<file path="config.mk">
export PLATFORM = sky130hd
export DESIGN_NAME = icacheReqStage
export DESIGN_NICKNAME = d
export VERILOG_FILES = /design/src/logic/icachePkg.sv /design/src/logic/icacheReqStage.sv
export VERILOG_INCLUDE_DIRS = /design/src /design/src/include
export SDC_FILE = /design/constraint.sdc
export NUM_CORES = 1
export LEC_CHECK = 0
export BUFFER_PORTS_ARGS = -buffer_cell sky130_fd_sc_hd__buf_2
export CAP_MARGIN = 15
export CORE_MARGIN = 2
export CORE_UTILIZATION = 29
export DETAILED_ROUTE_END_ITERATION = 8
export HOLD_SLACK_MARGIN = 0.12
export PLACE_DENSITY = 0.63
export SYNTH_ARGS = -nofsm -noshare
export SYNTH_HDL_FRONTEND = slang
export SYNTH_SLANG_ARGS = --single-unit
export TNS_END_PERCENT = 5
</file>
<file path="constraint.sdc">
create_clock -name clk -period 0.9 [get_ports clk]
set_clock_uncertainty 0.1 [all_clocks]
set_input_delay 0.09 -clock clk [delete_from_list [all_inputs] [get_ports clk]]
set_output_delay 0.09 -clock clk [all_outputs]
set_load 0.02 [all_outputs]
</file>
<file path="src/include/icache_cfg.svh">
`ifndef ICACHE_CFG_SVH
`define ICACHE_CFG_SVH

// address and instruction word widths
`define ICACHE_ADDR_W           32
`define ICACHE_XLEN             64

// sets and address split (tag 31..11, index 10..5, offset 4..0)
`define ICACHE_SETS             64
`define ICACHE_INDEX_W          6
`define ICACHE_OFFSET_W         5
`define ICACHE_TAG_W            21

// one line is four beats of one word each
`define ICACHE_LINE_BEATS       4
`define ICACHE_LINE_W           256
`define ICACHE_SRAM_W           128
`define ICACHE_LEN_W            8

// top address nibble of the uncached region
`define ICACHE_UNCACHED_NIBBLE  4'd3

`endif

</file>
<file path="src/logic/icachePkg.sv">
`include "icache_cfg.svh"

package icachePkg;

    // request as latched by the input stage
    typedef struct packed {
        logic [`ICACHE_ADDR_W-1:0]  addr;
        logic [`ICACHE_INDEX_W-1:0] index;
        logic [`ICACHE_TAG_W-1:0]   tag;
        // word within the line
        logic [1:0]                 wordSel;
        logic                       uncached;
    } fetchReq_t;

    typedef struct packed {
        logic                     valid;
        logic [`ICACHE_TAG_W-1:0] tag;
    } tagEntry_t;

    // len is beats minus one
    typedef struct packed {
        logic [`ICACHE_ADDR_W-1:0] addr;
        logic [`ICACHE_LEN_W-1:0]  len;
    } refillCmd_t;

    // beat 0 holds the lowest address
    typedef struct packed {
        logic [`ICACHE_LINE_BEATS-1:0][`ICACHE_XLEN-1:0] beat;
    } lineBuf_t;

    typedef struct packed {
        logic                    dataOk;
        logic                    dataNotOk;
        logic [`ICACHE_XLEN-1:0] data;
    } fetchResp_t;

endpackage

</file>
<file path="src/logic/icacheReqStage.sv">
`include "icache_cfg.svh"

module icacheReqStage (
    input  logic                       clk,
    input  logic                       rst_n,
    input  logic [`ICACHE_ADDR_W-1:0]  addr_i,
    input  logic                       valid_i,
    input  logic                       stallN_i,
    input  logic                       take_i,
    output icachePkg::fetchReq_t       req_o,
    output logic [`ICACHE_INDEX_W-1:0] sramIndex_o
);

    import icachePkg::*;

    fetchReq_t reqD;
    fetchReq_t reqQ;
    logic      accept;

    // controller says it can take one, core must be valid and not stalled
    assign accept = take_i && valid_i && stallN_i;

    // split the incoming address
    always_comb begin
        reqD.addr     = addr_i;
        reqD.index    = addr_i[`ICACHE_OFFSET_W +: `ICACHE_INDEX_W];
        reqD.tag      = addr_i[`ICACHE_ADDR_W-1 -: `ICACHE_TAG_W];
        reqD.wordSel  = addr_i[`ICACHE_OFFSET_W-1 -: 2];
        reqD.uncached = addr_i[`ICACHE_ADDR_W-1 -: 4] == `ICACHE_UNCACHED_NIBBLE;
    end

    always_ff @(posedge clk or negedge rst_n) begin
        if (!rst_n) begin
            reqQ <= '0;
        end else if (accept) begin
            reqQ <= reqD;
        end
    end

    assign req_o = reqQ;

    // sram looks at the new index only while a request goes in
    // stall and line write both keep the latched one
    assign sramIndex_o = accept ? reqD.index : reqQ.index;

endmodule

</file>
==> impl_metrics.toml <==
[status]
status = "finished with violations"
violations = "negative hold slack, negative setup slack"

[logic_synthesis]
synthMuxAreaShare_pct = 30.3
syn-num-nets = 144
synth_area_leaders = "dfrtp_1, mux2_2, buf_4"
async_flop_share_pct = 100
synth_top_cell_by_area = "dfrtp_1"
ys_seq_elements = 33
yosysWarnings = 0
synth_top_family_by_area = "multiplexers"
netlist_area_um2 = 1570
synthTopCellsByCount = "dfrtp_1, buf_4, mux2_2"
yosys.area_share.simple_pct = 1.27
synthCells = 107
netlist.area_leader.share_pct = 52.5
synth.distinct_cells = 8
synth_compound_area_share_pct = 0
yosysMostFrequentCell = "dfrtp_1"
synth_ff_type = "dfrtp_1"
yosysSeqAreaShare_pct = 52.5
synthAdderAreaFrac_pct = 0
synth_edf_count = 0
post_synth_xor_area_fraction_pct = 0
synth.avg_cell_area_um2 = 14.7

[final_layout]
finalNonFillerCells = 269
finish.utilization_pct = 43.2
area_growth_pct = 42.2
largest_reg_flops = 33
nets = 236
num_antenna_cells = 0
design_area_um2 = 2240
drive_gt1_share_pct = 81.9

[sta]
fin_ws_ns = -0.366
fin_crit_ns = 1.27
rsz0062_at_grt = "yes"
tns_ns = -10.14
fmax_mhz = 790
slew-limit-headroom_pct = 80.1
hold_slack_ns = -0.0550
hold_viol_final = 32
fin_crit_sh_pct = 141
max_slew.worst_pin.slew_ns = 0.294
setup_violations = 68
slew_viol_final = 0

[power_and_ir_drop]
p_leak_nw = 1.18
ir_worst_vdd_mv = 0.664
power_density_nw_per_um2 = 2280
p_total_mw = 5.11

[worst_setup_path]
timing.rr.start = "req_o[39]$_DFFE_PN0P_"
reg2reg_slack_ns = 0.02
max_stage_delay_ns = 0.40
critical_path.max_fanout = 3
reg2regPathDepth = 1
timing.rr.end = "req_o[39]$_DFFE_PN0P_"
critPathLaunchType = "flop"
crit_path_cell_trace = "mux2_4 > buf_6"
worst_path_dominant_cell_family = "flip-flops"
end_kind = "output port"
cp_data_required_time_ns = 0.71
worstSetupStartpoint = "req_o[39]$_DFFE_PN0P_"
cp.arrival_ns = 1.08
cp_slowest_cell = "dfrtp_1"
path_class = "reg -> out"
cp_num_buf_inv = 1

[global_routing]
grt.busiest_layer = "met2"
grt_max_degree = 34
gr-usage-met3_pct = 4.77
grt_pass1_wl_mm = 5.10
grt_util_all_layers_pct = 10.9
use_met1_pct = 12.4
antenna_found_initial = 0
overflow = 0
grt_pass1_vias = 1077
grt_util_met2_pct = 17.7

[floorplanning]
die_y_um = 77.6
die_w_um = 77.6
die_area_um2 = 6030
placement_rows = 26
ios = 105
core-area_um2 = 5170
initial_utilization_pct = 30.4

[detailed_routing]
drc_errors = 0
drtPass1Iterations = 3
drtIter0Drc = 10
viasPerCell = 4.12
wl_mm = 3.23
route.vias.total = 1109
post_drt_wl_per_cell_um = 12.0
ant_nets = 0

[worst_hold_path]
min_path_cells = 2
hp-class = "in -> reg"
hold_end = "req_o[53]$_DFFE_PN0P_"
hold_start = "addr_i[23]"

[placed_design]
gp_congestion = 0.655
hpwl_mm = 2.47
io_buffers = 104
place_area_um2 = 2070
dp_slack_ns = -0.293
dp.cells = 261

[clocking]
cts.reportedPaths.clkPinSlew_ns = 0.06
cts_tree = "built"
cts_max_level = 2
cts_buffers = 5
root_buffer = "clkbuf_8"
cts_buffer_depth = 2
cts_num_sinks = 33
postCtsHoldBufs = 1
clock_latency_ns = 0.27

[job]
cap_violations = 0
metal layers:
metal | vias up | share of wire, %
li1 | 517 | -
met1 | 522 | 39
met3 | 5 | 9.7
met4 | 0 | 1.8
met5 | - | 0
met2 | 65 | 49
repair_timing:
| action | 4_1_cts | 5_1_grt |
|---|---|---|
| buffers inserted | 0 | 0 |
| setup endpoints to repair | 69 | 77 |
| pin swaps | 0 | 1 |
| endpoints found under the hold margin | 65 | 32 |
| resized for setup | 10 | 11 |
how the worst max path moves through the flow:
stage	end	slack [ns]	cells after the start
detailed placement	req_o[61]$_DFFE_PN0P_	-0.29	4
global route	sramIndex_o[2]	-0.41	2
finish	sramIndex_o[4]	-0.37	2
floorplan	sramIndex_o[0]	-0.07	4
CTS	sramIndex_o[3]	-0.37	2
global placement	req_o[61]$_DFFE_PN0P_	-0.29	4
cell usage in the layout (no fill, tap or decap):
| cell | n |
|---|---|
| buf_6 | 11 |
| mux2_2 | 29 |
| nor4bb_1 | 1 |
| mux2_4 | 10 |
| dlygate4sd3_1 | 1 |
| buf_2 | 94 |
| dfrtp_1 | 33 |
| buf_4 | 9 |
| clkbuf_1 | 1 |
| nand3_4 | 1 |
| buf_12 | 3 |
| clkbuf_8 | 6 |
layout make-up:
cell class | count | area (um^2)
clock buffers | 7 | 86.3
repair buffers | 118 | 732
well taps | 70 | 87.6
fillers | 468 | 2940
multi-input cells | 41 | 504
flip-flops and latches | 33 | 826
power by group:
part,switching [mW],internal (mW)
combinational,1.15,0.939
clock,0.476,0.606
sequential,0.174,1.76
total,1.80,3.31
logic make-up (layout without fill, tap and decap cells):
kind of cell,after synthesis,count (layout)
flops,33,33
mux,39,39
buf+inv,33,125
simple gates,2,2
Note: power is estimated with default switching activity, not from simulation.
