--- src/include/icache_cfg.svh ---
`ifndef ICACHE_CFG_SVH
`define ICACHE_CFG_SVH

// address and instruction word widths
`define ICACHE_ADDR_W           32
`define ICACHE_XLEN             64

// sets and address split (tag 31..11, index 10..5, offset 4..0)
`define ICACHE_SETS             64
`define ICACHE_INDEX_W          6
`define ICACHE_OFFSET_W         5
`define ICACHE_TAG_W            21

// one line is four beats of one word each
`define ICACHE_LINE_BEATS       4
`define ICACHE_LINE_W           256
`define ICACHE_SRAM_W           128
`define ICACHE_LEN_W            8

// top address nibble of the uncached region
`define ICACHE_UNCACHED_NIBBLE  4'd3

`endif

--- src/logic/icachePkg.sv ---
`include "icache_cfg.svh"

package icachePkg;

    // request as latched by the input stage
    typedef struct packed {
        logic [`ICACHE_ADDR_W-1:0]  addr;
        logic [`ICACHE_INDEX_W-1:0] index;
        logic [`ICACHE_TAG_W-1:0]   tag;
        // word within the line
        logic [1:0]                 wordSel;
        logic                       uncached;
    } fetchReq_t;

    typedef struct packed {
        logic                     valid;
        logic [`ICACHE_TAG_W-1:0] tag;
    } tagEntry_t;

    // len is beats minus one
    typedef struct packed {
        logic [`ICACHE_ADDR_W-1:0] addr;
        logic [`ICACHE_LEN_W-1:0]  len;
    } refillCmd_t;

    // beat 0 holds the lowest address
    typedef struct packed {
        logic [`ICACHE_LINE_BEATS-1:0][`ICACHE_XLEN-1:0] beat;
    } lineBuf_t;

    typedef struct packed {
        logic                    dataOk;
        logic                    dataNotOk;
        logic [`ICACHE_XLEN-1:0] data;
    } fetchResp_t;

endpackage

--- src/logic/icacheRefill.sv ---
`include "icache_cfg.svh"

module icacheRefill (
    input  logic                      clk,
    input  logic                      rst_n,
    input  icachePkg::refillCmd_t     cmd_i,
    input  logic                      cmdStart_i,
    input  logic                      memRdReady_i,
    input  logic [`ICACHE_XLEN-1:0]   memData_i,
    input  logic                      memDataValid_i,
    input  logic                      memRdLast_i,
    output logic                      memRdValid_o,
    output logic [`ICACHE_ADDR_W-1:0] memAddr_o,
    output logic [`ICACHE_LEN_W-1:0]  memRdLen_o,
    output icachePkg::lineBuf_t       line_o,
    output logic                      lineDone_o
);

    import icachePkg::*;

    refillCmd_t cmdQ;
    lineBuf_t   lineQ;
    logic       pending;
    logic       busy;
    logic       beatIn;
    logic [$clog2(`ICACHE_LINE_BEATS)-1:0] beatCnt;

    // read goes out on the first cycle with ready, possibly the start cycle
    assign memRdValid_o = (cmdStart_i || pending) && memRdReady_i;
    assign memAddr_o    = cmdStart_i ? cmd_i.addr : cmdQ.addr;
    assign memRdLen_o   = cmdStart_i ? cmd_i.len : cmdQ.len;

    always_ff @(posedge clk) begin
        if (cmdStart_i) begin
            cmdQ <= cmd_i;
        end
    end

    assign beatIn     = busy && memDataValid_i;
    assign lineDone_o = beatIn && memRdLast_i;

    always_ff @(posedge clk or negedge rst_n) begin
        if (!rst_n) begin
            pending <= 1'b0;
            busy    <= 1'b0;
            beatCnt <= '0;
        end else begin
            if (memRdValid_o) begin
                pending <= 1'b0;
            end else if (cmdStart_i) begin
                pending <= 1'b1;
            end
            if (memRdValid_o) begin
                busy <= 1'b1;
            end else if (lineDone_o) begin
                busy <= 1'b0;
            end
            // wraps back to beat 0 after last
            if (beatIn) begin
                beatCnt <= memRdLast_i ? '0 : beatCnt + 1'b1;
            end
        end
    end

    always_ff @(posedge clk) begin
        if (beatIn) begin
            lineQ.beat[beatCnt] <= memData_i;
        end
    end

    assign line_o = lineQ;

    lastOnBeat: assert property (@(posedge clk) disable iff (!rst_n)
        memRdLast_i |-> memDataValid_i && busy);

endmodule

--- config.mk ---
export PLATFORM = sky130hd
export DESIGN_NAME = icacheRefill
export DESIGN_NICKNAME = d
export VERILOG_FILES = /design/src/logic/icachePkg.sv /design/src/logic/icacheRefill.sv
export VERILOG_INCLUDE_DIRS = /design/src /design/src/include
export SDC_FILE = /design/constraint.sdc
export NUM_CORES = 1
export LEC_CHECK = 0
export BUFFER_PORTS_ARGS = -buffer_cell sky130_fd_sc_hd__buf_2
export CAP_MARGIN = 20
export CELL_PAD_IN_SITES_DETAIL_PLACEMENT = 2
export CELL_PAD_IN_SITES_GLOBAL_PLACEMENT = 2
export CORE_MARGIN = 4
export CORE_UTILIZATION = 30
export DETAILED_ROUTE_END_ITERATION = 12
export GPL_ROUTABILITY_DRIVEN = 0
export MAX_ROUTING_LAYER = met4
export PLACE_DENSITY_LB_ADDON = 0.1
export SYNTH_ARGS = -nofsm -noshare
export SYNTH_HDL_FRONTEND = slang
export SYNTH_SLANG_ARGS = --single-unit
--- constraint.sdc ---
create_clock -name clk -period 3.45 [get_ports clk]
set_input_delay 0.5175 -clock clk [delete_from_list [all_inputs] [get_ports clk]]
set_output_delay 0.5175 -clock clk [all_outputs]
set_load 0.05 [all_outputs]
==> impl_metrics.yaml, run 1 <==
outcome:
  outcome: "finished clean"
clocking:
  cts_max_level: 2
  clk_pin_slew_ns: 0.06
  cts_root_buf: "clkbuf_16"
  cts.sinks: 300
  post_cts_buffers: 0
  cts_tree: "built"
  cts_buffer_depth: 3
  cts_resized: 0
  insertion_delay_ns: 0.51
  numCtsBuffers: 34
finish:
  register_area_mm2: 0.00899
  fillerInstances: 3172
  syn_to_final_growth_pct: 37.7
  finish.utilization: 0.417
  drive_gt1_frac: 0.604
  final_nets: 925
  final_common_cell: "buf_2"
  multiInputGateArea_um2: 759
  mostFrequentLayoutCells: "buf_2 (406), edfxtp_1 (296), mux2_4 (39)"
synth:
  synth_cells: 366
  yosysUniqueCellTypes: 15
  seq_area_frac_synth: 0.915
  syn_nets: 480
  synth-seq-cells: 300
  yosys_warnings: 0
  syn_area_mm2: 0.00983
  synth.avg_cell_area_um2: 26.8
floorplanning:
  start_util: 0.303
  pin_count: 408
  fp-row-count: 66
  die_h_um: 189
  core-area_mm2: 0.0325
  die_area_mm2: 0.0357
  fp.dieW_um: 189
worst_setup_path:
  required_ns: 2.93
  critPathSlowestCell: "mux2_2"
  cp_cell_sequence: "buf_4, buf_12, mux2_2, buf_2"
  cpPeakStageDelay_ns: 0.38
  arrival_ns: 1.85
  start_kind: "primary input"
  ff2ff_setup_slack_ns: 1.44
  endpoint_kind: "output pin"
  path_class: "primary input to output pin"
  cp_top_family: "buffers and inverters"
  critPathBufInv: 3
  rr_endpoint: "line_o[45]"
  cp_max_fo: 57
  crit-reg2reg-launch: "beatCnt[0]"
  worstRegToRegCells: 4
timing:
  tns_ns: 0
  final-setup-viol-count: 0
  period_share: 0.686
  rsz0062_at_grt: "false"
  worst-slew-pin-transition_ns: 0.650
  period_needed_ns: 2.37
  whs_ns: 0.186
  finalClockSkew_ns: 0.0191
  slew_viol_final: 0
  finalHoldViolCount: 0
  fmax_mhz: 423
  max_slew_margin: 0.567
min_path:
  holdPathStages: 2
  hold_start: "memRdReady_i"
  min_path_type: "primary input to flip-flop"
  whs_endpoint: "pending"
flow_run:
  maxCapViolCount: 0
grt:
  grt_max_degree: 59
  grt_usage: 0.162
  antenna_found_initial: 3
  grt_pass1_vias: 5873
  grt-ovfl-total: 0
  grt_pass1_wl_um: 41800
route:
  num_vias: 5331
  drtIter0Drc: 308
  detail-route-antenna-nets: 0
  vias_per_cell: 4.16
  routed_wl_um: 29500
  first_pass_iters: 4
  wl_per_cell_um: 23.0
  route.detailed.drc: 0
power:
  p_leak_nw: 5.36
  cellPowerDensity_mw_per_mm2: 724
  ir_drop_v: 0.000284
placed_design:
  port_buffers: 407
  place_hpwl_um: 21900
==> metal layers <==
layer / vias to the layer above / share of wire / track usage / wire [um]
met5: - / 0 / - / 0
met4: 0 / 0.011 / 0.0325 / 320
met3: 26 / 0.11 / 0.0664 / 3360
met2: 284 / 0.50 / 0.276 / 14900
met1: 2645 / 0.37 / 0.181 / 11000
li1: 2376 / - / - / -
==> power breakdown <==
part / total, mW / internal, mW / switching, mW / leakage, nW
Sequential: 4.52 / 4.42 / 0.0967 / 2.77
Clock: 3.41 / 2.01 / 1.40 / 0.513
Combinational: 1.87 / 0.351 / 1.52 / 2.07
Total: 9.80 / 6.79 / 3.01 / 5.36
==> stage by stage <==
| step | instance area, um^2 | worst slack (ns) | total power, mW | instances |
|---|---|---|---|---|
| global placement | 12400 | 1.11 | 6.48 | 1216 |
| CTS | 13500 | 1.07 | 9.98 | 1277 |
| global route | 13500 | 1.01 | 10.2 | 1280 |
| finish | 13500 | 1.08 | 9.80 | 1281 |
| floorplan | 9830 | 0.856 | 5.90 | 366 |
| detailed placement | 12400 | 1.07 | 6.50 | 1216 |
==> state kept, by name, summed over array words and instances (netlist names) <==
name	flops
line_o	256
cmdQ	40
beatCnt	2
busy	1
pending	1
==> cell type report <==
cell class / count / share of cell area
Sequential cell: 300 / 0.664
Timing Repair Buffer: 414 / 0.159
Clock buffer: 41 / 0.0664
Multi-Input combinational cell: 59 / 0.0561
Tap cell: 442 / 0.0409
Clock inverter: 19 / 0.0123
Antenna cell: 4 / 0.000740
Inverter: 2 / 0.000555
==> cells in the mapped netlist <==
cell type | n | share of area
edfxtp_1 | 296 | 0.90
mux2_4 | 39 | 0.060
and3_1 | 5 | 0.0032
buf_12 | 4 | 0.0081
dfrtp_1 | 4 | 0.010
ha_1 | 4 | 0.0051
nor2_1 | 3 | 0.0011
inv_1 | 2 | 0.00076
mux2_2 | 2 | 0.0023
nand2_1 | 2 | 0.00076
a21o_1 | 1 | 0.00076
buf_6 | 1 | 0.0011
mux2i_1 | 1 | 0.0010
nand2b_1 | 1 | 0.00064
o21a_1 | 1 | 0.00076
==> repair_timing <==
action | CTS | global route
endpoints found under the hold margin | 4 | 0
hold buffers | 1 | 0
setup endpoints to repair | 0 | 0
==> cell families after synthesis <==
| group | count (synthesis) | synth area share |
|---|---|---|
| mux | 42 | 0.0629 |
| simple gates | 11 | 0.00573 |
| buf+inv | 7 | 0.0101 |
| flops | 300 | 0.915 |
| compound gates | 2 | 0.00153 |
| fa+ha+maj | 4 | 0.00509 |
==> worst reg2reg max path, stage by stage, from the launching register on <==
cell and delay [ns]:
dfrtp_1 0.42, inv_1 0.10, ha_1 0.15, and3_4 0.59, buf_4 0.41
==> worst max path at each step <==
stage	end	slack [ns]	cells past startpoint	from
5_1_grt	memRdLen_o[0]	1.01	4	cmdStart_i
3_3_place_gp	memRdLen_o[0]	1.11	4	cmdStart_i
6_report	memRdLen_o[0]	1.08	4	cmdStart_i
4_1_cts	memRdLen_o[0]	1.07	4	cmdStart_i
2_1_floorplan	line_o[128]	0.86	3	beatCnt[0]
3_5_place_dp	memRdLen_o[0]	1.07	4	cmdStart_i
Note: power is estimated with default switching activity, not from simulation.
==> inputs of run 2 (changes only) <==
Clock period 3.45 ns to 2 ns, I/O delays scaled along.
==> run 2 against run 1 <==
Largest cell class unchanged. Hold slack got worse by 0.17 ns. Global-route usage rose by 0.39 points. Critical path depth unchanged. Core utilization increased by 2.2 points. Clock power rose by 76%. Largest power group unchanged. Combinational power increased by 81%. Critical endpoint unchanged. Highest routed layer unchanged. Sequential power increased by 72%.
==> impl_metrics.yaml, run 2 (synthesized netlist as in run 1, its figures left out) <==
outcome:
  outcome: "finished clean"
power:
  power_frac_comb: 0.197
  seqPwrFrac: 0.453
  cell_internal_pwr_mw: 12.0
  p_leak_nw: 5.69
  clkPwrFrac: 0.350
  netSwitchingPower_mw: 5.22
  p_total_mw: 17.2
  cellPowerDensity_mw_per_mm2: 1210
  switching_share: 0.303
  ir_drop_v: 0.000526
worst_setup_path:
  rr_endpoint: "line_o[121]"
  cp_max_fo: 2
  arrival_ns: 1.46
  endpoint_kind: "output pin"
  cp_cell_sequence: "dlygate4sd3_1, buf_2, mux2_2, buf_2"
  cp_common_cell: "buf_2"
  crit_start: "cmd_i[0]"
  start_kind: "primary input"
  critPathSlowestCell: "dlygate4sd3_1"
  required_ns: 1.70
  ff2ff_setup_slack_ns: 0.36
  path_class: "primary input to output pin"
  worstRegToRegCells: 4
  endpoint: "memRdLen_o[0]"
  crit-reg2reg-launch: "beatCnt[1]"
  cpPeakStageDelay_ns: 0.55
floorplanning:
  start_util: 0.303
  fp-row-count: 66
  fp.dieW_um: 189
  die_h_um: 189
  pin_count: 408
  die_area_mm2: 0.0357
  core-area_mm2: 0.0325
placed_design:
  placed_area_mm2: 0.0125
  port_buffers: 407
  place_hpwl_um: 22600
  pre_cts_ws_ns: 0.321
clocking:
  insertion_delay_ns: 0.51
  clk_pin_slew_ns: 0.06
  post_cts_buffers: 0
  cts_root_buf: "clkbuf_16"
  cts_max_level: 2
  numCtsBuffers: 34
  cts.sinks: 300
  cts_tree: "built"
  cts_buffer_depth: 3
timing:
  tns_ns: 0
  slew_viol_final: 0
  worst-slew-pin-transition_ns: 0.368
  period_share: 0.882
  setup_ws_ns: 0.237
  fmax_mhz: 567
  max_slew_margin: 0.754
  rsz0062_at_grt: "false"
  finalClockSkew_ns: 0.0120
  final-setup-viol-count: 0
  finalHoldViolCount: 0
  whs_ns: 0.0204
  period_needed_ns: 1.76
finish:
  register_area_mm2: 0.00899
  design_area_mm2: 0.0143
  drive_gt1_frac: 0.568
  mostFrequentLayoutCells: "buf_2 (406), edfxtp_1 (296), dlygate4sd3_1 (60)"
  final_nets: 993
  multiInputGateArea_um2: 744
  largest_reg_flops: 256
  fillerInstances: 3126
  final_common_cell: "buf_2"
  syn_to_final_growth_pct: 45.0
grt:
  grt_usage: 0.166
  antenna_found_initial: 1
  grt_pass1_wl_um: 42900
  grt_max_degree: 53
  grt-ovfl-total: 0
  grt_pass1_vias: 6203
route:
  route.detailed.drc: 0
  drtIter0Drc: 311
  vias_per_cell: 4.19
  num_vias: 5646
  wl_per_cell_um: 22.5
  detail-route-antenna-nets: 0
  routed_wl_um: 30300
  first_pass_iters: 4
min_path:
  min_path_type: "primary input to flip-flop"
flow_run:
  maxCapViolCount: 0
[run 2: how the worst min path moves through the flow]
stage,startpoint,cells past startpoint,slack (ns),end
after floorplan,rst_n,0,0.004,beatCnt[0]
after global placement,rst_n,1,0.11,pending
after detailed placement,rst_n,1,0.11,pending
after CTS,memData_i[52],1,0.0002,line_o[180]
after global routing,memData_i[47],1,0.005,line_o[175]
final,memData_i[39],1,0.02,line_o[231]
[run 2: what timing repair did]
action                    in CTS  in global routing
hold endpoints to repair     110                  0
hold buffers                  60                  0
gates resized for setup        0                  0
[run 2: metal layers]
layer	share of wire	global-route usage	routed length (um)	vias up
met5	0	-	0	-
met4	0.017	0.0364	507	0
met3	0.11	0.0643	3250	37
met2	0.51	0.287	15400	292
met1	0.37	0.183	11200	2806
li1	-	-	-	2511
[run 2: area by class of cell]
cell class | count | area share
Sequential cell | 300 | 0.631
Timing Repair Buffer | 482 | 0.200
Clock buffer | 47 | 0.0674
Multi-Input combinational cell | 59 | 0.0522
Tap cell | 442 | 0.0388
Clock inverter | 15 | 0.00992
Inverter | 2 | 0.000527
Antenna cell | 1 | 0.000176
[run 2: metrics by stage]
stage                     utilization  std cells
after floorplan                     -        366
after global placement          0.387       1225
after detailed placement        0.387       1225
after CTS                       0.439       1347
after global routing            0.439       1348
final                           0.439       1348
[run 2: critical path, delay by kind of cell]
family | cells | cell delay (ns)
buffers and inverters | 3 | 0.90
multiplexers | 1 | 0.26
[run 2: power groups by stage]
stage          Combinational [mW]  Clock, mW  Sequential, mW
2_1_floorplan               0.717          0            9.44
3_3_place_gp                 3.31          0            7.91
3_5_place_dp                 3.36          0            7.93
4_1_cts                      3.45       6.22            7.81
5_1_grt                      3.54       6.49            7.84
6_report                     3.39       6.01            7.79
==> inputs of run 3 (changes only) <==
Settings changed: BUFFER_PORTS_ARGS -buffer_cell sky130_fd_sc_hd__buf_2 to unset, DONT_BUFFER_PORTS set to 1, REMOVE_ABC_BUFFERS set to 1.
==> run 3 against run 2 <==
Register-to-register slack is essentially flat. Clock skew up 0.020 ns. Non-clock buffer count down 363. Sequential share of layout area is 7.4 points higher. Critical path depth down 3. Critical endpoint is now lineDone_o. Cell area decreased by 11%. Worst setup slack lost 0.019 ns. Die area stayed put. Combinational power fell by 63%. Via count down 24%. Clock power up 4.5%.
==> impl_metrics.yaml, run 3 (synthesized netlist as in run 1, its figures left out) <==
worst_setup_path:
  cp_cell_sequence: "and3_1"
  cp_max_fo: 7
  critPathSlowestCell: "and3_1"
  start_kind: "flip-flop"
  required_ns: 1.70
  rr_endpoint: "line_o[43]"
  endpoint_kind: "output pin"
  path_class: "flip-flop to output pin"
  crit-reg2reg-launch: "beatCnt[0]"
  cpPeakStageDelay_ns: 0.53
  worstRegToRegCells: 4
  ff2ff_setup_slack_ns: 0.37
  cp_top_family: "simple AND/OR/NAND/NOR gates"
  arrival_ns: 1.48
  critPathBufInv: 0
timing:
  finalHoldViolCount: 0
  whs_ns: 0.0517
  setup_ws_ns: 0.217
  period_needed_ns: 1.78
  tns_ns: 0
  worst-slew-pin-transition_ns: 0.577
  period_share: 0.891
  rsz0062_at_grt: "false"
  final-setup-viol-count: 0
  slew_viol_final: 0
  finalClockSkew_ns: 0.0316
  fmax_mhz: 561
  max_slew_margin: 0.616
grt:
  grt_usage: 0.146
  antenna_found_initial: 0
  grt_pass1_wl_um: 36900
  grt_max_degree: 65
  grt-ovfl-total: 0
  grt_pass1_vias: 4839
finish:
  finish.utilization: 0.393
  final_nets: 631
  drive_gt1_frac: 0.199
  final_common_cell: "edfxtp_1"
  mostFrequentLayoutCells: "edfxtp_1 (296), dlygate4sd3_1 (110), mux2_4 (39)"
  diodes: 0
  largest_reg_flops: 256
  syn_to_final_growth_pct: 29.7
route:
  vias_per_cell: 4.38
  num_vias: 4314
  drtIter0Drc: 234
  first_pass_iters: 6
  routed_wl_um: 26800
  route.detailed.drc: 0
  wl_per_cell_um: 27.2
  detail-route-antenna-nets: 0
power:
  p_total_mw: 17.0
  p_leak_nw: 4.29
  cellPowerDensity_mw_per_mm2: 1340
  cell_internal_pwr_mw: 11.9
  netSwitchingPower_mw: 5.10
  ir_drop_v: 0.000559
  switching_share: 0.299
  power_frac_comb: 0.074
  seqPwrFrac: 0.557
  clkPwrFrac: 0.369
clocking:
  cts_buffer_depth: 3
  cts.sinks: 300
  cts_tree: "built"
  numCtsBuffers: 35
  insertion_delay_ns: 0.52
  cts_root_buf: "clkbuf_16"
  clk_pin_slew_ns: 0.06
  cts_max_level: 2
floorplanning:
  fp.dieW_um: 189
  fp-row-count: 66
  die_h_um: 189
  start_util: 0.303
  pin_count: 408
  die_area_mm2: 0.0357
  core-area_mm2: 0.0325
placed_design:
  port_buffers: 0
  place_hpwl_um: 17500
  pre_cts_ws_ns: 0.331
min_path:
  whs_endpoint: "beatCnt[1]"
  min_path_type: "primary input to flip-flop"
  holdPathStages: 2
  hold_start: "memDataValid_i"
outcome:
  outcome: "finished clean"
flow_run:
  maxCapViolCount: 0
## run 3: stage by stage
| step | instances | instance area (um^2) |
|---|---|---|
| floorplan | 361 | 9740 |
| global placement | 811 | 10500 |
| detailed placement | 811 | 10500 |
| CTS | 984 | 12700 |
| global route | 984 | 12700 |
| finish | 984 | 12700 |
## run 3: metal layers
layer  vias up  share of wire  track usage
li1       1783              -            -
met1      2214           0.34        0.142
met2       277           0.52        0.254
met3        40           0.12       0.0695
met4         0          0.025       0.0485
met5         -              0            -
## run 3: layout make-up
type                       instances  area, um^2
clock buffer                      40         916
inverter                           2        7.51
clock inverter                    22         240
sequential                       300        8990
fill                            3042       19700
tap                              442         553
multi-input combinational         59         759
timing repair buffer             119        1280
## run 3: power by group through the flow
stage | Sequential [mW] | Clock [mW] | Combinational, mW
final | 9.49 | 6.28 | 1.26
after CTS | 9.51 | 6.52 | 1.30
after global placement | 9.64 | 0 | 1.00
after floorplan | 9.47 | 0 | 0.676
after global routing | 9.53 | 6.80 | 1.35
after detailed placement | 9.63 | 0 | 1.03
## run 3: worst max path at each step
stage,startpoint,endpoint,slack (ns),depth (start not counted)
after CTS,busy,lineDone_o,0.16,1
after global routing,busy,lineDone_o,0.14,1
after detailed placement,beatCnt[0],line_o[43],0.33,4
after floorplan,beatCnt[0],line_o[128],-0.59,3
after global placement,beatCnt[0],line_o[6],0.40,4
final,busy,lineDone_o,0.22,1
## run 3: repair_timing
action	CTS	global route
endpoints found under the hold margin	343	0
resized for setup	0	0
buffers inserted	0	0
hold buffers	111	0
