### src/include/icache_cfg.svh
`ifndef ICACHE_CFG_SVH
`define ICACHE_CFG_SVH

// address and instruction word widths
`define ICACHE_ADDR_W           32
`define ICACHE_XLEN             64

// sets and address split (tag 31..11, index 10..5, offset 4..0)
`define ICACHE_SETS             64
`define ICACHE_INDEX_W          6
`define ICACHE_OFFSET_W         5
`define ICACHE_TAG_W            21

// one line is four beats of one word each
`define ICACHE_LINE_BEATS       4
`define ICACHE_LINE_W           256
`define ICACHE_SRAM_W           128
`define ICACHE_LEN_W            8

// top address nibble of the uncached region
`define ICACHE_UNCACHED_NIBBLE  4'd3

`endif

### src/logic/icachePkg.sv
`include "icache_cfg.svh"

package icachePkg;

    // request as latched by the input stage
    typedef struct packed {
        logic [`ICACHE_ADDR_W-1:0]  addr;
        logic [`ICACHE_INDEX_W-1:0] index;
        logic [`ICACHE_TAG_W-1:0]   tag;
        // word within the line
        logic [1:0]                 wordSel;
        logic                       uncached;
    } fetchReq_t;

    typedef struct packed {
        logic                     valid;
        logic [`ICACHE_TAG_W-1:0] tag;
    } tagEntry_t;

    // len is beats minus one
    typedef struct packed {
        logic [`ICACHE_ADDR_W-1:0] addr;
        logic [`ICACHE_LEN_W-1:0]  len;
    } refillCmd_t;

    // beat 0 holds the lowest address
    typedef struct packed {
        logic [`ICACHE_LINE_BEATS-1:0][`ICACHE_XLEN-1:0] beat;
    } lineBuf_t;

    typedef struct packed {
        logic                    dataOk;
        logic                    dataNotOk;
        logic [`ICACHE_XLEN-1:0] data;
    } fetchResp_t;

endpackage

### src/logic/icacheCtrl.sv
`include "icache_cfg.svh"

module icacheCtrl (
    input  logic                           clk,
    input  logic                           rst_n,
    input  logic                           valid_i,
    input  logic                           stallN_i,
    input  icachePkg::fetchReq_t           req_i,
    input  logic [1:0]                     hitWay_i,
    input  logic                           uncachedHit_i,
    input  logic                           victimWay_i,
    input  logic                           lineDone_i,
    input  icachePkg::lineBuf_t            line_i,
    input  logic [1:0][`ICACHE_LINE_W-1:0] wayData_i,
    output logic                           take_o,
    output logic [3:0]                     sramCen_o,
    output logic [3:0]                     sramWen_o,
    output icachePkg::refillCmd_t          cmd_o,
    output logic                           cmdStart_o,
    output logic                           fill_o,
    output icachePkg::fetchResp_t          resp_o
);

    import icachePkg::*;

    typedef enum logic [2:0] {
        stIdle,
        stCompare,
        stMiss,
        stFetch,
        stReplace
    } state_t;

    state_t                  state;
    state_t                  stateNext;
    logic                    hit;
    logic                    accept;
    logic                    readEn;
    logic [1:0]              wayWrite;
    logic                    bufSel;
    logic [`ICACHE_XLEN-1:0] wayWord [2];
    logic [`ICACHE_XLEN-1:0] bufWord;

    assign hit    = |hitWay_i || uncachedHit_i;
    assign take_o = state == stIdle || (state == stCompare && hit);
    assign accept = take_o && valid_i && stallN_i;

    always_ff @(posedge clk or negedge rst_n) begin
        if (!rst_n) begin
            state <= stIdle;
        end else begin
            state <= stateNext;
        end
    end

    always_comb begin
        stateNext = state;
        case (state)
            stIdle: begin
                if (accept) begin
                    stateNext = stCompare;
                end
            end
            // a stalled hit stays here so the response repeats
            stCompare: begin
                if (!hit) begin
                    stateNext = stMiss;
                end else if (!accept && stallN_i) begin
                    stateNext = stIdle;
                end
            end
            stMiss: stateNext = stFetch;
            stFetch: begin
                if (lineDone_i) begin
                    stateNext = req_i.uncached ? stCompare : stReplace;
                end
            end
            stReplace: stateNext = stCompare;
            default: stateNext = stIdle;
        endcase
    end

    // read both ways on every take, write only the victim way
    assign readEn    = take_o && valid_i;
    assign wayWrite  = state != stReplace ? 2'b00 : (victimWay_i ? 2'b10 : 2'b01);
    assign sramWen_o = ~{wayWrite[1], wayWrite[1], wayWrite[0], wayWrite[0]};
    assign sramCen_o = sramWen_o & ~{4{readEn}};

    // cached misses fetch the whole aligned line, uncached ones a single word
    assign cmd_o.addr = req_i.uncached ? {req_i.addr[`ICACHE_ADDR_W-1:3], 3'b000}
                                       : {req_i.tag, req_i.index, {`ICACHE_OFFSET_W{1'b0}}};
    assign cmd_o.len  = req_i.uncached ? '0 : `ICACHE_LEN_W'(`ICACHE_LINE_BEATS - 1);
    assign cmdStart_o = state == stMiss;
    assign fill_o     = state == stReplace || (state == stFetch && lineDone_i && req_i.uncached);

    // sram data is stale right after a fill
    always_ff @(posedge clk or negedge rst_n) begin
        if (!rst_n) begin
            bufSel <= 1'b0;
        end else if (fill_o) begin
            bufSel <= 1'b1;
        end else if (stallN_i) begin
            bufSel <= 1'b0;
        end
    end

    always_comb begin
        for (int w = 0; w < 2; w++) begin
            wayWord[w] = wayData_i[w][req_i.wordSel * `ICACHE_XLEN +: `ICACHE_XLEN];
        end
        bufWord = req_i.uncached ? line_i.beat[0] : line_i.beat[req_i.wordSel];
    end

    assign resp_o.dataOk    = state == stCompare && hit;
    assign resp_o.dataNotOk = (state == stCompare && !hit) || state == stMiss
                              || state == stFetch || state == stReplace;
    assign resp_o.data      = bufSel ? bufWord : (hitWay_i[1] ? wayWord[1] : wayWord[0]);

    // a line is only written for a cached request that missed in both ways
    lineWriteOnMiss: assert property (@(posedge clk) disable iff (!rst_n)
        sramWen_o != 4'hf |-> !req_i.uncached && hitWay_i == 2'b00);

endmodule

### config.mk
export PLATFORM = sky130hd
export DESIGN_NAME = icacheCtrl
export DESIGN_NICKNAME = d
export VERILOG_FILES = /design/src/logic/icachePkg.sv /design/src/logic/icacheCtrl.sv
export VERILOG_INCLUDE_DIRS = /design/src /design/src/include
export SDC_FILE = /design/constraint.sdc
export NUM_CORES = 1
export LEC_CHECK = 0
export BUFFER_PORTS_ARGS = -buffer_cell sky130_fd_sc_hd__buf_4
export CAP_MARGIN = 5
export CORE_AREA = 2 2 369 371
export DETAILED_ROUTE_END_ITERATION = 6
export DIE_AREA = 0 0 371 373
export GPL_ROUTABILITY_DRIVEN = 1
export GPL_TIMING_DRIVEN = 0
export PLACE_DENSITY_LB_ADDON = 0.12
export SETUP_SLACK_MARGIN = 0.5
export SYNTH_ARGS = -nofsm -noshare
export SYNTH_HDL_FRONTEND = slang
export SYNTH_SLANG_ARGS = --single-unit
### constraint.sdc
create_clock -name clk -period 3.16 [get_ports clk]
set_clock_uncertainty 0.05 [all_clocks]
set_input_delay 0.316 -clock clk [delete_from_list [all_inputs] [get_ports clk]]
set_output_delay 0.316 -clock clk [all_outputs]
set_load 0.01 [all_outputs]
==> impl_metrics.env, run 1 <==
export IMPL_status="finished, final reports clean"
export IMPL_ys_seq_area_share_pct=1.263
export IMPL_fin_tns_setup_ns=0
export IMPL_grt_first_pass_wirelength_um=119000
export IMPL_p_leak_uw=0.007644
export IMPL_track_usage_pct=12.74
export IMPL_setup_viol=0
export IMPL_synthCells=761
export IMPL_grt_pass1_vias=12520
export IMPL_crit_start="req_i[1]"
export IMPL_dr_pass1_iters=7
export IMPL_gp_congestion=0.8285
export IMPL_crit_family="buffers and inverters"
export IMPL_synth_seq_cells=4
export IMPL_synth_top_area_share_pct=18.19
export IMPL_synth_cell_area_um2=7923
export IMPL_via_per_inst=3.240
export IMPL_cpPeakStageDelay_ns=0.33
export IMPL_antenna_found_initial=45
export IMPL_post_cts_setup_buffers=0
export IMPL_slew_viol_final=0
export IMPL_area_delta_synth_final_pct=122.5
export IMPL_critical_path_endpoint_type="output pin"
export IMPL_die_width_um=371
export IMPL_wl_um=93490
export IMPL_cp_arrival_ns=2.29
export IMPL_crit_chain="buf_4, buf_8, buf_8, buf_4, a2bb2oi_2, o221ai_1, o31ai_4, buf_4"
export IMPL_path_clk_slew_ns=0.03
export IMPL_period_share_pct=83.91
export IMPL_crit_slowest_cell="o221ai_1"
export IMPL_clk_latency_ns=0.23
export IMPL_grt_setup_unrepaired="true"
export IMPL_overflow=0
export IMPL_num_io_pins=956
export IMPL_cts_tree="built"
export IMPL_die_area_um2=138400
export IMPL_synth_common_cells="a2bb2oi_1 (64), mux2i_1 (64), mux4_2 (64), o221ai_1 (64), o31ai_2 (64)"
export IMPL_initial_core_util_pct=5.885
export IMPL_nFillCells=15470
export IMPL_yosys_warnings=0
export IMPL_path_max_fanout=12
export IMPL_cts_num_sinks=4
export IMPL_irDropWorstVdd_mv=0.1685
export IMPL_worstMarginPinSlew_ns=0.8739
export IMPL_multi_input_area_um2=7208
export IMPL_required_ns=2.79
export IMPL_ys_flop_type="dfrtp_1"
export IMPL_via_count=11380
export IMPL_io_buffer_count=940
export IMPL_r2r_start="bufSel"
export IMPL_critPathKind="in2out"
export IMPL_die_y_um=373
export IMPL_worst_path_buf_inv=5
export IMPL_root_buffer="clkbuf_16"
export IMPL_synth_area_leader_cell="mux4_2"
export IMPL_synthArstFlopShare_pct=100.0
export IMPL_cts_buffers=3
export IMPL_seqCellArea_um2=100.1
export IMPL_period_needed_ns=2.652
export IMPL_ant_nets=0
export IMPL_dp_final_hpwl_um=84030
export IMPL_core_area_um2=134600
export IMPL_synth_distinct_cells=40
export IMPL_hold_start="stallN_i"
export IMPL_wl_per_cell_um=26.62
export IMPL_worstSetupStartpointType="input pin"
export IMPL_grt_max_degree=11
export IMPL_relSlewSlack_pct=41.74
export IMPL_max_cap_violations=0
export IMPL_rows=135
export IMPL_netlist_top_cells_area="mux4_2 (18%), o31ai_2 (10%), mux2_4 (9.5%)"
export IMPL_drive_above_1_share_pct=78.06
export IMPL_clk_path_buf_depth=2
export IMPL_powerDensity_nw_per_um2=226.1
export IMPL_layout_nets=2555
export IMPL_avgSynthCellArea_um2=10.41
export IMPL_drtIter0Drc=419
export IMPL_max_freq_mhz=377.1
export IMPL_crit_top_cell="buf_4"
export IMPL_route_detailed_drc=0
export IMPL_final_cell_area_um2=17630
export IMPL_min_path_type="in2reg"
export IMPL_place_area_um2=17270
export IMPL_hold_viol=0
export IMPL_h_tree_depth=1
export IMPL_synth_edf_count=0
[where the power goes]
part | leakage, µW | switching, µW | total [µW] | internal (µW)
sequential | 0.0000531 | 25.4 | 93.7 | 68.3
clock | 0.0000371 | 37.4 | 199 | 162
combinational | 0.00755 | 1780 | 3690 | 1910
total | 0.00764 | 1840 | 3990 | 2140
[registers in the layout, indices dropped and copies added, names as in the netlist]
signal and count:
state 3, bufSel 1
[placed cells by master, fill, tap and decap left out, types with 3 or more instances in the layout]
cell type,n
buf_1,3
mux4_2,64
clkbuf_4,7
a2bb2oi_1,58
o22ai_1,57
buf_4,963
o22ai_2,7
o221ai_1,58
buf_2,19
a2bb2oi_2,6
mux2i_1,62
conb_1,9
and2_1,3
buf_6,19
diode_2,17
nor2b_1,34
buf_8,7
mux2_2,56
nor2b_2,30
mux2_1,50
clkbuf_2,26
mux2_4,50
nor2_1,3
nand2b_1,4
nand2_1,4
o221ai_2,6
dfrtp_1,4
clkbuf_1,13
o31ai_2,62
clkbuf_16,3
[cell families after synthesis]
logic type | after synthesis | share of synthesized area (%)
multiplexers | 284 | 50.82
AO/OA/AOI/OAI | 267 | 30.84
buffers and inverters | 121 | 9.492
AND/OR/NAND/NOR | 84 | 7.533
flip-flops | 4 | 1.263
other | 1 | 0.04733
[worst paths after layout]
path	slack [ns]	end	depth (start not counted)
max	0.51	resp_o[54]	8
min in group asynchronous	0.42	bufSel	2
max reg2reg	1.61	bufSel	3
min	0.36	bufSel	3
min reg2reg	0.53	state[1]	1
max in group asynchronous	2.53	state[2]	2
[worst reg2reg max path, cell delays in order, from the launching register on]
cell,delay [ns]
dfrtp_1,0.47
buf_4,0.39
clkbuf_2,0.40
a21o_1,0.17
[what timing repair did]
item	CTS	global route
hold buffers	1	0
gates resized for setup	67	16
hold endpoints to repair	4	0
endpoints found under the setup margin	64	19
[per-stage QoR]
| step | power [µW] | std cells | utilization, % | worst slack [ns] | hold slack (ns) |
|---|---|---|---|---|---|
| after floorplan | 1642 | 769 | - | 1.267 | -0.02959 |
| after global placement | 3813 | 3490 | 12.80 | -0.9684 | 0.07567 |
| after CTS | 4072 | 3495 | 13.03 | 0.4283 | 0.3627 |
| after global routing | 4240 | 3503 | 13.08 | 0.4662 | 0.3835 |
| final | 3985 | 3512 | 13.10 | 0.5084 | 0.3624 |
| after detailed placement | 3810 | 3491 | 12.83 | -0.4883 | 0.07855 |
[area by class of cell]
type	count	area share, %
plain buffers	119	4.933
repair buffers	942	40.24
clock buffers	3	0.4258
flip-flops and latches	4	0.5678
inverters	2	0.06388
multi-input cells	644	40.89
well taps	1781	12.64
diodes	17	0.2413
[metal layers]
metal  track usage, %  share of wire (%)  wire (µm)
met1            16.02                 41      38480
met2            23.33                 51      48070
met5                0              0.043         40
met4           0.8632               0.38        351
met3            2.196                7.0       6555
Power figures use the tool's default switching activity.
==> run 2, diff against run 1 <==
==> constraint.sdc (replaced) <==
create_clock -name clk -period 2.6 [get_ports clk]
set_clock_uncertainty 0.05 [all_clocks]
set_input_delay 0.26 -clock clk [delete_from_list [all_inputs] [get_ports clk]]
set_output_delay 0.26 -clock clk [all_outputs]
set_load 0.01 [all_outputs]
==> impl_metrics.env, run 2 (synthesized netlist as in run 1, its figures left out) <==
export IMPL_cpPeakStageDelay_ns=0.36
export IMPL_violations="design-rule violations"
export IMPL_die_width_um=371
export IMPL_hold_viol=0
export IMPL_die_area_um2=138400
export IMPL_max_cap_violations=0
export IMPL_critical_path_endpoint_type="output pin"
export IMPL_place_area_um2=17270
export IMPL_dp_final_hpwl_um=84030
export IMPL_utilization_pct=14.74
export IMPL_wl_per_cell_um=27.18
export IMPL_worstMarginPinSlew_ns=0.6614
export IMPL_wl_um=96320
export IMPL_core_area_um2=134600
export IMPL_area_delta_synth_final_pct=150.5
export IMPL_grt_setup_unrepaired="true"
export IMPL_layout_nets=2590
export IMPL_grt_pass1_vias=12820
export IMPL_intPower_uw=3028
export IMPL_crit_family="buffers and inverters"
export IMPL_period_share_pct=83.07
export IMPL_final_cell_mix="buf_4 (977), mux4_2 (64), mux2_2 (58)"
export IMPL_post_place_ws_ns=-0.9363
export IMPL_root_buffer="clkbuf_16"
export IMPL_io_buffer_count=940
export IMPL_worst_path_buf_inv=5
export IMPL_drtIter0Drc=383
export IMPL_power_frac_comb_pct=93.4
export IMPL_crit_slowest_cell="mux4_2"
export IMPL_gp_congestion=0.8285
export IMPL_route_detailed_drc=3
export IMPL_slew_viol_final=0
export IMPL_finalHoldWorstSlack_ns=0.3022
export IMPL_drive_above_1_share_pct=85.53
export IMPL_status="finished with violations"
export IMPL_max_freq_mhz=463.0
export IMPL_path_max_fanout=8
export IMPL_initial_core_util_pct=5.885
export IMPL_irDropWorstVdd_mv=0.2054
export IMPL_final_common_cell="buf_4"
export IMPL_rows=135
export IMPL_grt_first_pass_wirelength_um=121800
export IMPL_die_y_um=373
export IMPL_required_ns=2.29
export IMPL_ant_nets=0
export IMPL_setup_viol=0
export IMPL_dr_pass1_iters=7
export IMPL_min_path_type="in2reg"
export IMPL_p_switching_uw=2483
export IMPL_top_register="state"
export IMPL_clk_path_buf_depth=2
export IMPL_via_per_inst=3.255
export IMPL_via_count=11540
export IMPL_num_io_pins=956
export IMPL_cp_arrival_ns=1.85
export IMPL_overflow=0
export IMPL_swShare_pct=45.06
export IMPL_cts_buffers=3
export IMPL_powerDensity_nw_per_um2=277.7
export IMPL_p_seq_share_pct=2.2
export IMPL_grt_max_degree=11
export IMPL_critPathKind="in2out"
export IMPL_crit_chain="buf_12, buf_16, buf_6, buf_12, mux4_2, nor2b_4, o31ai_4, buf_4"
export IMPL_track_usage_pct=13.07
export IMPL_p_leak_uw=0.008339
export IMPL_h_tree_depth=1
export IMPL_crit_top_cell="buf_12"
export IMPL_clk_latency_ns=0.23
export IMPL_pwr_share_clk_pct=4.4
export IMPL_cts_num_sinks=4
export IMPL_fin_tns_setup_ns=0
export IMPL_path_clk_slew_ns=0.03
export IMPL_period_needed_ns=2.160
export IMPL_cts_tree="built"
export IMPL_antenna_found_initial=40
export IMPL_final_cell_area_um2=19840
export IMPL_worstSetupStartpointType="input pin"
export IMPL_setup_slack_ns=0.4403
export IMPL_largest_register_ffs=3
export IMPL_largestRegisters="state x3, bufSel x1"
export IMPL_relSlewSlack_pct=55.91
## run 2: cell types whose count changed in the layout (fill, tap and decap cells not counted), sizes merged
cell / change
clkbuf: -5
diode: -3
buf: +40
## run 2: worst reg2reg max path: cells and delay by family, from the launching register on
kind	cells	cell delay, ns
buffers and inverters	1	0.17
and+or+nand+nor	1	0.20
AOI/OAI and AO/OA	2	0.34
DFF	1	0.47
## run 2: what timing repair did
action                                 in CTS  in global routing
hold buffers                                1                  0
setup buffers                              20                  3
resized for setup                         329                 88
setup endpoints to repair                  89                 63
endpoints found under the hold margin       4                  0
pin swaps                                  17                 29
gates cloned                                9                  3
## run 2: layer usage
layer | share of wire (%) | vias up | track usage (%)
met5 | 0.025 | - | 0
met4 | 1.0 | 4 | 1.604
met1 | 42 | 5726 | 16.31
met3 | 6.1 | 45 | 2.200
li1 | - | 5193 | -
met2 | 51 | 567 | 23.79
## run 2: worst paths after layout
check / cells past startpoint / slack, ns / end / from
worst min-delay path: 4 / 0.30 / state[1] / uncachedHit_i
worst min register to register: 1 / 0.57 / state[1] / state[2]
min in group asynchronous: 2 / 0.36 / bufSel / rst_n
max in group asynchronous: 2 / 2.02 / bufSel / rst_n
worst max-delay path: 8 / 0.44 / resp_o[53] / hitWay_i[1]
worst max register to register: 4 / 1.26 / bufSel / state[2]
## run 2: through the flow
stage                     total power [µW]  instances
final                                 5511       3544
after global routing                  5848       3539
after CTS                             5468       3524
after detailed placement              4631       3491
after global placement                4634       3490
after floorplan                       1996        769
## run 2: area by class of cell
class                   count  area [µm²]
flip-flops and latches      4       101.3
well taps                1781        2228
inverters                   2       11.26
clock buffers               3       75.07
repair buffers            977        7710
plain buffers             119        1411
diodes                     14       35.03
multi-input cells         644        8270
fillers                 15300      114800
## run 2: power groups by stage
stage	combinational, µW	clock (µW)	sequential (µW)
2_1_floorplan	1890	0	101
3_3_place_gp	4520	0	115
3_5_place_dp	4520	0	115
4_1_cts	5100	243	124
5_1_grt	5470	251	128
6_report	5150	242	122
==> run 3, diff against run 2 <==
==> constraint.sdc (replaced) <==
create_clock -name clk -period 2.1 [get_ports clk]
set_clock_uncertainty 0.05 [all_clocks]
set_input_delay 0.21 -clock clk [delete_from_list [all_inputs] [get_ports clk]]
set_output_delay 0.21 -clock clk [all_outputs]
set_load 0.01 [all_outputs]
==> impl_metrics.env, run 3 (synthesized netlist as in run 1, its figures left out) <==
export IMPL_status="finished with violations"
export IMPL_violations="negative setup slack"
export IMPL_crit_top_cell="buf_12"
export IMPL_largest_register_ffs=3
export IMPL_cp_arrival_ns=1.86
export IMPL_powerDensity_nw_per_um2=358.7
export IMPL_path_max_fanout=6
export IMPL_track_usage_pct=13.20
export IMPL_ant_nets=0
export IMPL_gp_congestion=0.8220
export IMPL_num_io_pins=956
export IMPL_irDropWorstVdd_mv=0.1437
export IMPL_nFillCells=15150
export IMPL_worstSetupStartpointType="input pin"
export IMPL_final_cell_area_um2=21290
export IMPL_die_area_um2=138400
export IMPL_min_path_type="in2reg"
export IMPL_h_tree_depth=1
export IMPL_swShare_pct=44.03
export IMPL_route_detailed_drc=0
export IMPL_drive_above_1_share_pct=88.10
export IMPL_cts_num_sinks=4
export IMPL_period_needed_ns=2.117
export IMPL_largestRegisters="state x3, bufSel x1"
export IMPL_path_clk_slew_ns=0.03
export IMPL_seqCellArea_um2=103.9
export IMPL_p_seq_share_pct=2.0
export IMPL_final_common_cell="buf_4"
export IMPL_root_buffer="clkbuf_16"
export IMPL_clk_path_buf_depth=2
export IMPL_top_register="state"
export IMPL_cpPeakStageDelay_ns=0.32
export IMPL_antenna_found_initial=23
export IMPL_crit_family="buffers and inverters"
export IMPL_overflow=0
export IMPL_grt_first_pass_wirelength_um=123500
export IMPL_power_frac_comb_pct=94.1
export IMPL_max_freq_mhz=472.3
export IMPL_via_count=11720
export IMPL_p_leak_uw=0.008998
export IMPL_rows=135
export IMPL_drtIter0Drc=367
export IMPL_relSlewSlack_pct=61.63
export IMPL_cts_buffers=3
export IMPL_pwr_share_clk_pct=3.9
export IMPL_die_y_um=373
export IMPL_core_area_um2=134600
export IMPL_whs_path_depth=4
export IMPL_final_cell_mix="buf_4 (962), mux2_4 (80), mux4_2 (64)"
export IMPL_grt_setup_unrepaired="true"
export IMPL_wl_um=97400
export IMPL_area_delta_synth_final_pct=168.7
export IMPL_p_switching_uw=3362
export IMPL_clk_latency_ns=0.22
export IMPL_max_cap_violations=0
export IMPL_setup_slack_ns=-0.01724
export IMPL_die_width_um=371
export IMPL_crit_slowest_cell="or2_4"
export IMPL_cp_depth=9
export IMPL_initial_core_util_pct=5.885
export IMPL_grt_pass1_vias=13140
export IMPL_period_share_pct=100.8
export IMPL_cts_tree="built"
export IMPL_io_buffer_count=940
export IMPL_intPower_uw=4274
export IMPL_worstMarginPinSlew_ns=0.5755
export IMPL_grt_max_degree=11
export IMPL_post_place_ws_ns=-1.200
export IMPL_ff2ff_path_depth=5
export IMPL_hold_viol=0
export IMPL_wl_per_cell_um=27.19
export IMPL_required_ns=1.84
export IMPL_place_area_um2=17280
export IMPL_worst_path_buf_inv=5
export IMPL_slew_viol_final=0
export IMPL_critical_path_endpoint_type="output pin"
export IMPL_crit_chain="buf_12, or2_4, and2_4, buf_12, buf_16, buf_12, o221ai_4, o31ai_2, buf_4"
export IMPL_dp_final_hpwl_um=84070
export IMPL_setup_viol=5
export IMPL_via_per_inst=3.272
export IMPL_multi_input_area_um2=8835
export IMPL_critPathKind="in2out"
export IMPL_total_power_uw=7636
export IMPL_layout_nets=2631
export IMPL_dr_pass1_iters=4
[run 3: changes by cell type in the layout (fill, tap and decap cells not counted), moves of 10 or more]
cell      delta
mux2_1      -15
buf_6       +38
mux2_4      +25
nor2b_1     -13
o221ai_4    +21
mux2_2      -10
buf_4       -15
buf_12      +12
o221ai_1    -12
[run 3: what timing repair did]
action                                  in CTS  in global routing
gates resized for setup                    502                 77
cloned                                      17                  3
hold buffers                                 1                  0
endpoints found under the setup margin     108                 75
pin swaps                                   41                 24
buffers inserted                            40                 16
endpoints found under the hold margin        4                  0
[run 3: power groups by stage]
stage                     Combinational (µW)  Sequential (µW)  Clock, µW
final                                   7180              155        297
after global routing                    7590              161        306
after CTS                               7030              151        303
after detailed placement                5640              142          0
after global placement                  5620              140          0
after floorplan                         2360              127          0
[run 3: stage by stage]
| stage | TNS [ns] | instances | hold slack [ns] | utilization, % |
|---|---|---|---|---|
| global route | -0.8180 | 3573 | 0.3057 | 15.80 |
| CTS | -0.3203 | 3552 | 0.2938 | 15.30 |
| floorplan | 0 | 769 | -0.1356 | - |
| finish | -0.02683 | 3582 | 0.2879 | 15.81 |
| detailed placement | -60.71 | 3491 | -0.03466 | 12.84 |
| global placement | -100.95 | 3490 | -0.03748 | 12.81 |
[run 3: worst reg2reg max path: stages (launching register included)]
cell     delay (ns)
dfrtp_2        0.47
nor3b_4        0.18
buf_6          0.14
buf_6          0.11
a21o_1         0.17
a21o_1         0.18
[run 3: cell type report]
type	instances	share of cell area (%)
Multi-Input combinational cell	644	41.50
Timing Repair Buffer	1018	39.59
Tap cell	1781	10.47
Buffer	119	7.423
Sequential cell	4	0.4878
Clock buffer	3	0.3526
Antenna cell	11	0.1293
Inverter	2	0.05289
[run 3: layer usage]
| layer | wire length, µm | GRT usage [%] | vias up |
|---|---|---|---|
| li1 | - | - | 5273 |
| met5 | 53 | 0 | - |
| met1 | 38970 | 15.68 | 5874 |
| met2 | 51550 | 24.84 | 511 |
| met3 | 5848 | 2.581 | 54 |
| met4 | 976 | 1.375 | 10 |
[run 3: final timing paths]
path                         endpoint        from  slack, ns
min in group asynchronous      bufSel       rst_n       0.31
setup / recovery           resp_o[47]    req_i[1]      -0.02
hold reg to reg              state[1]    state[1]       0.63
setup reg to reg               bufSel    state[2]       0.68
max in group asynchronous    state[0]       rst_n       1.57
hold / removal               state[1]  lineDone_i       0.29
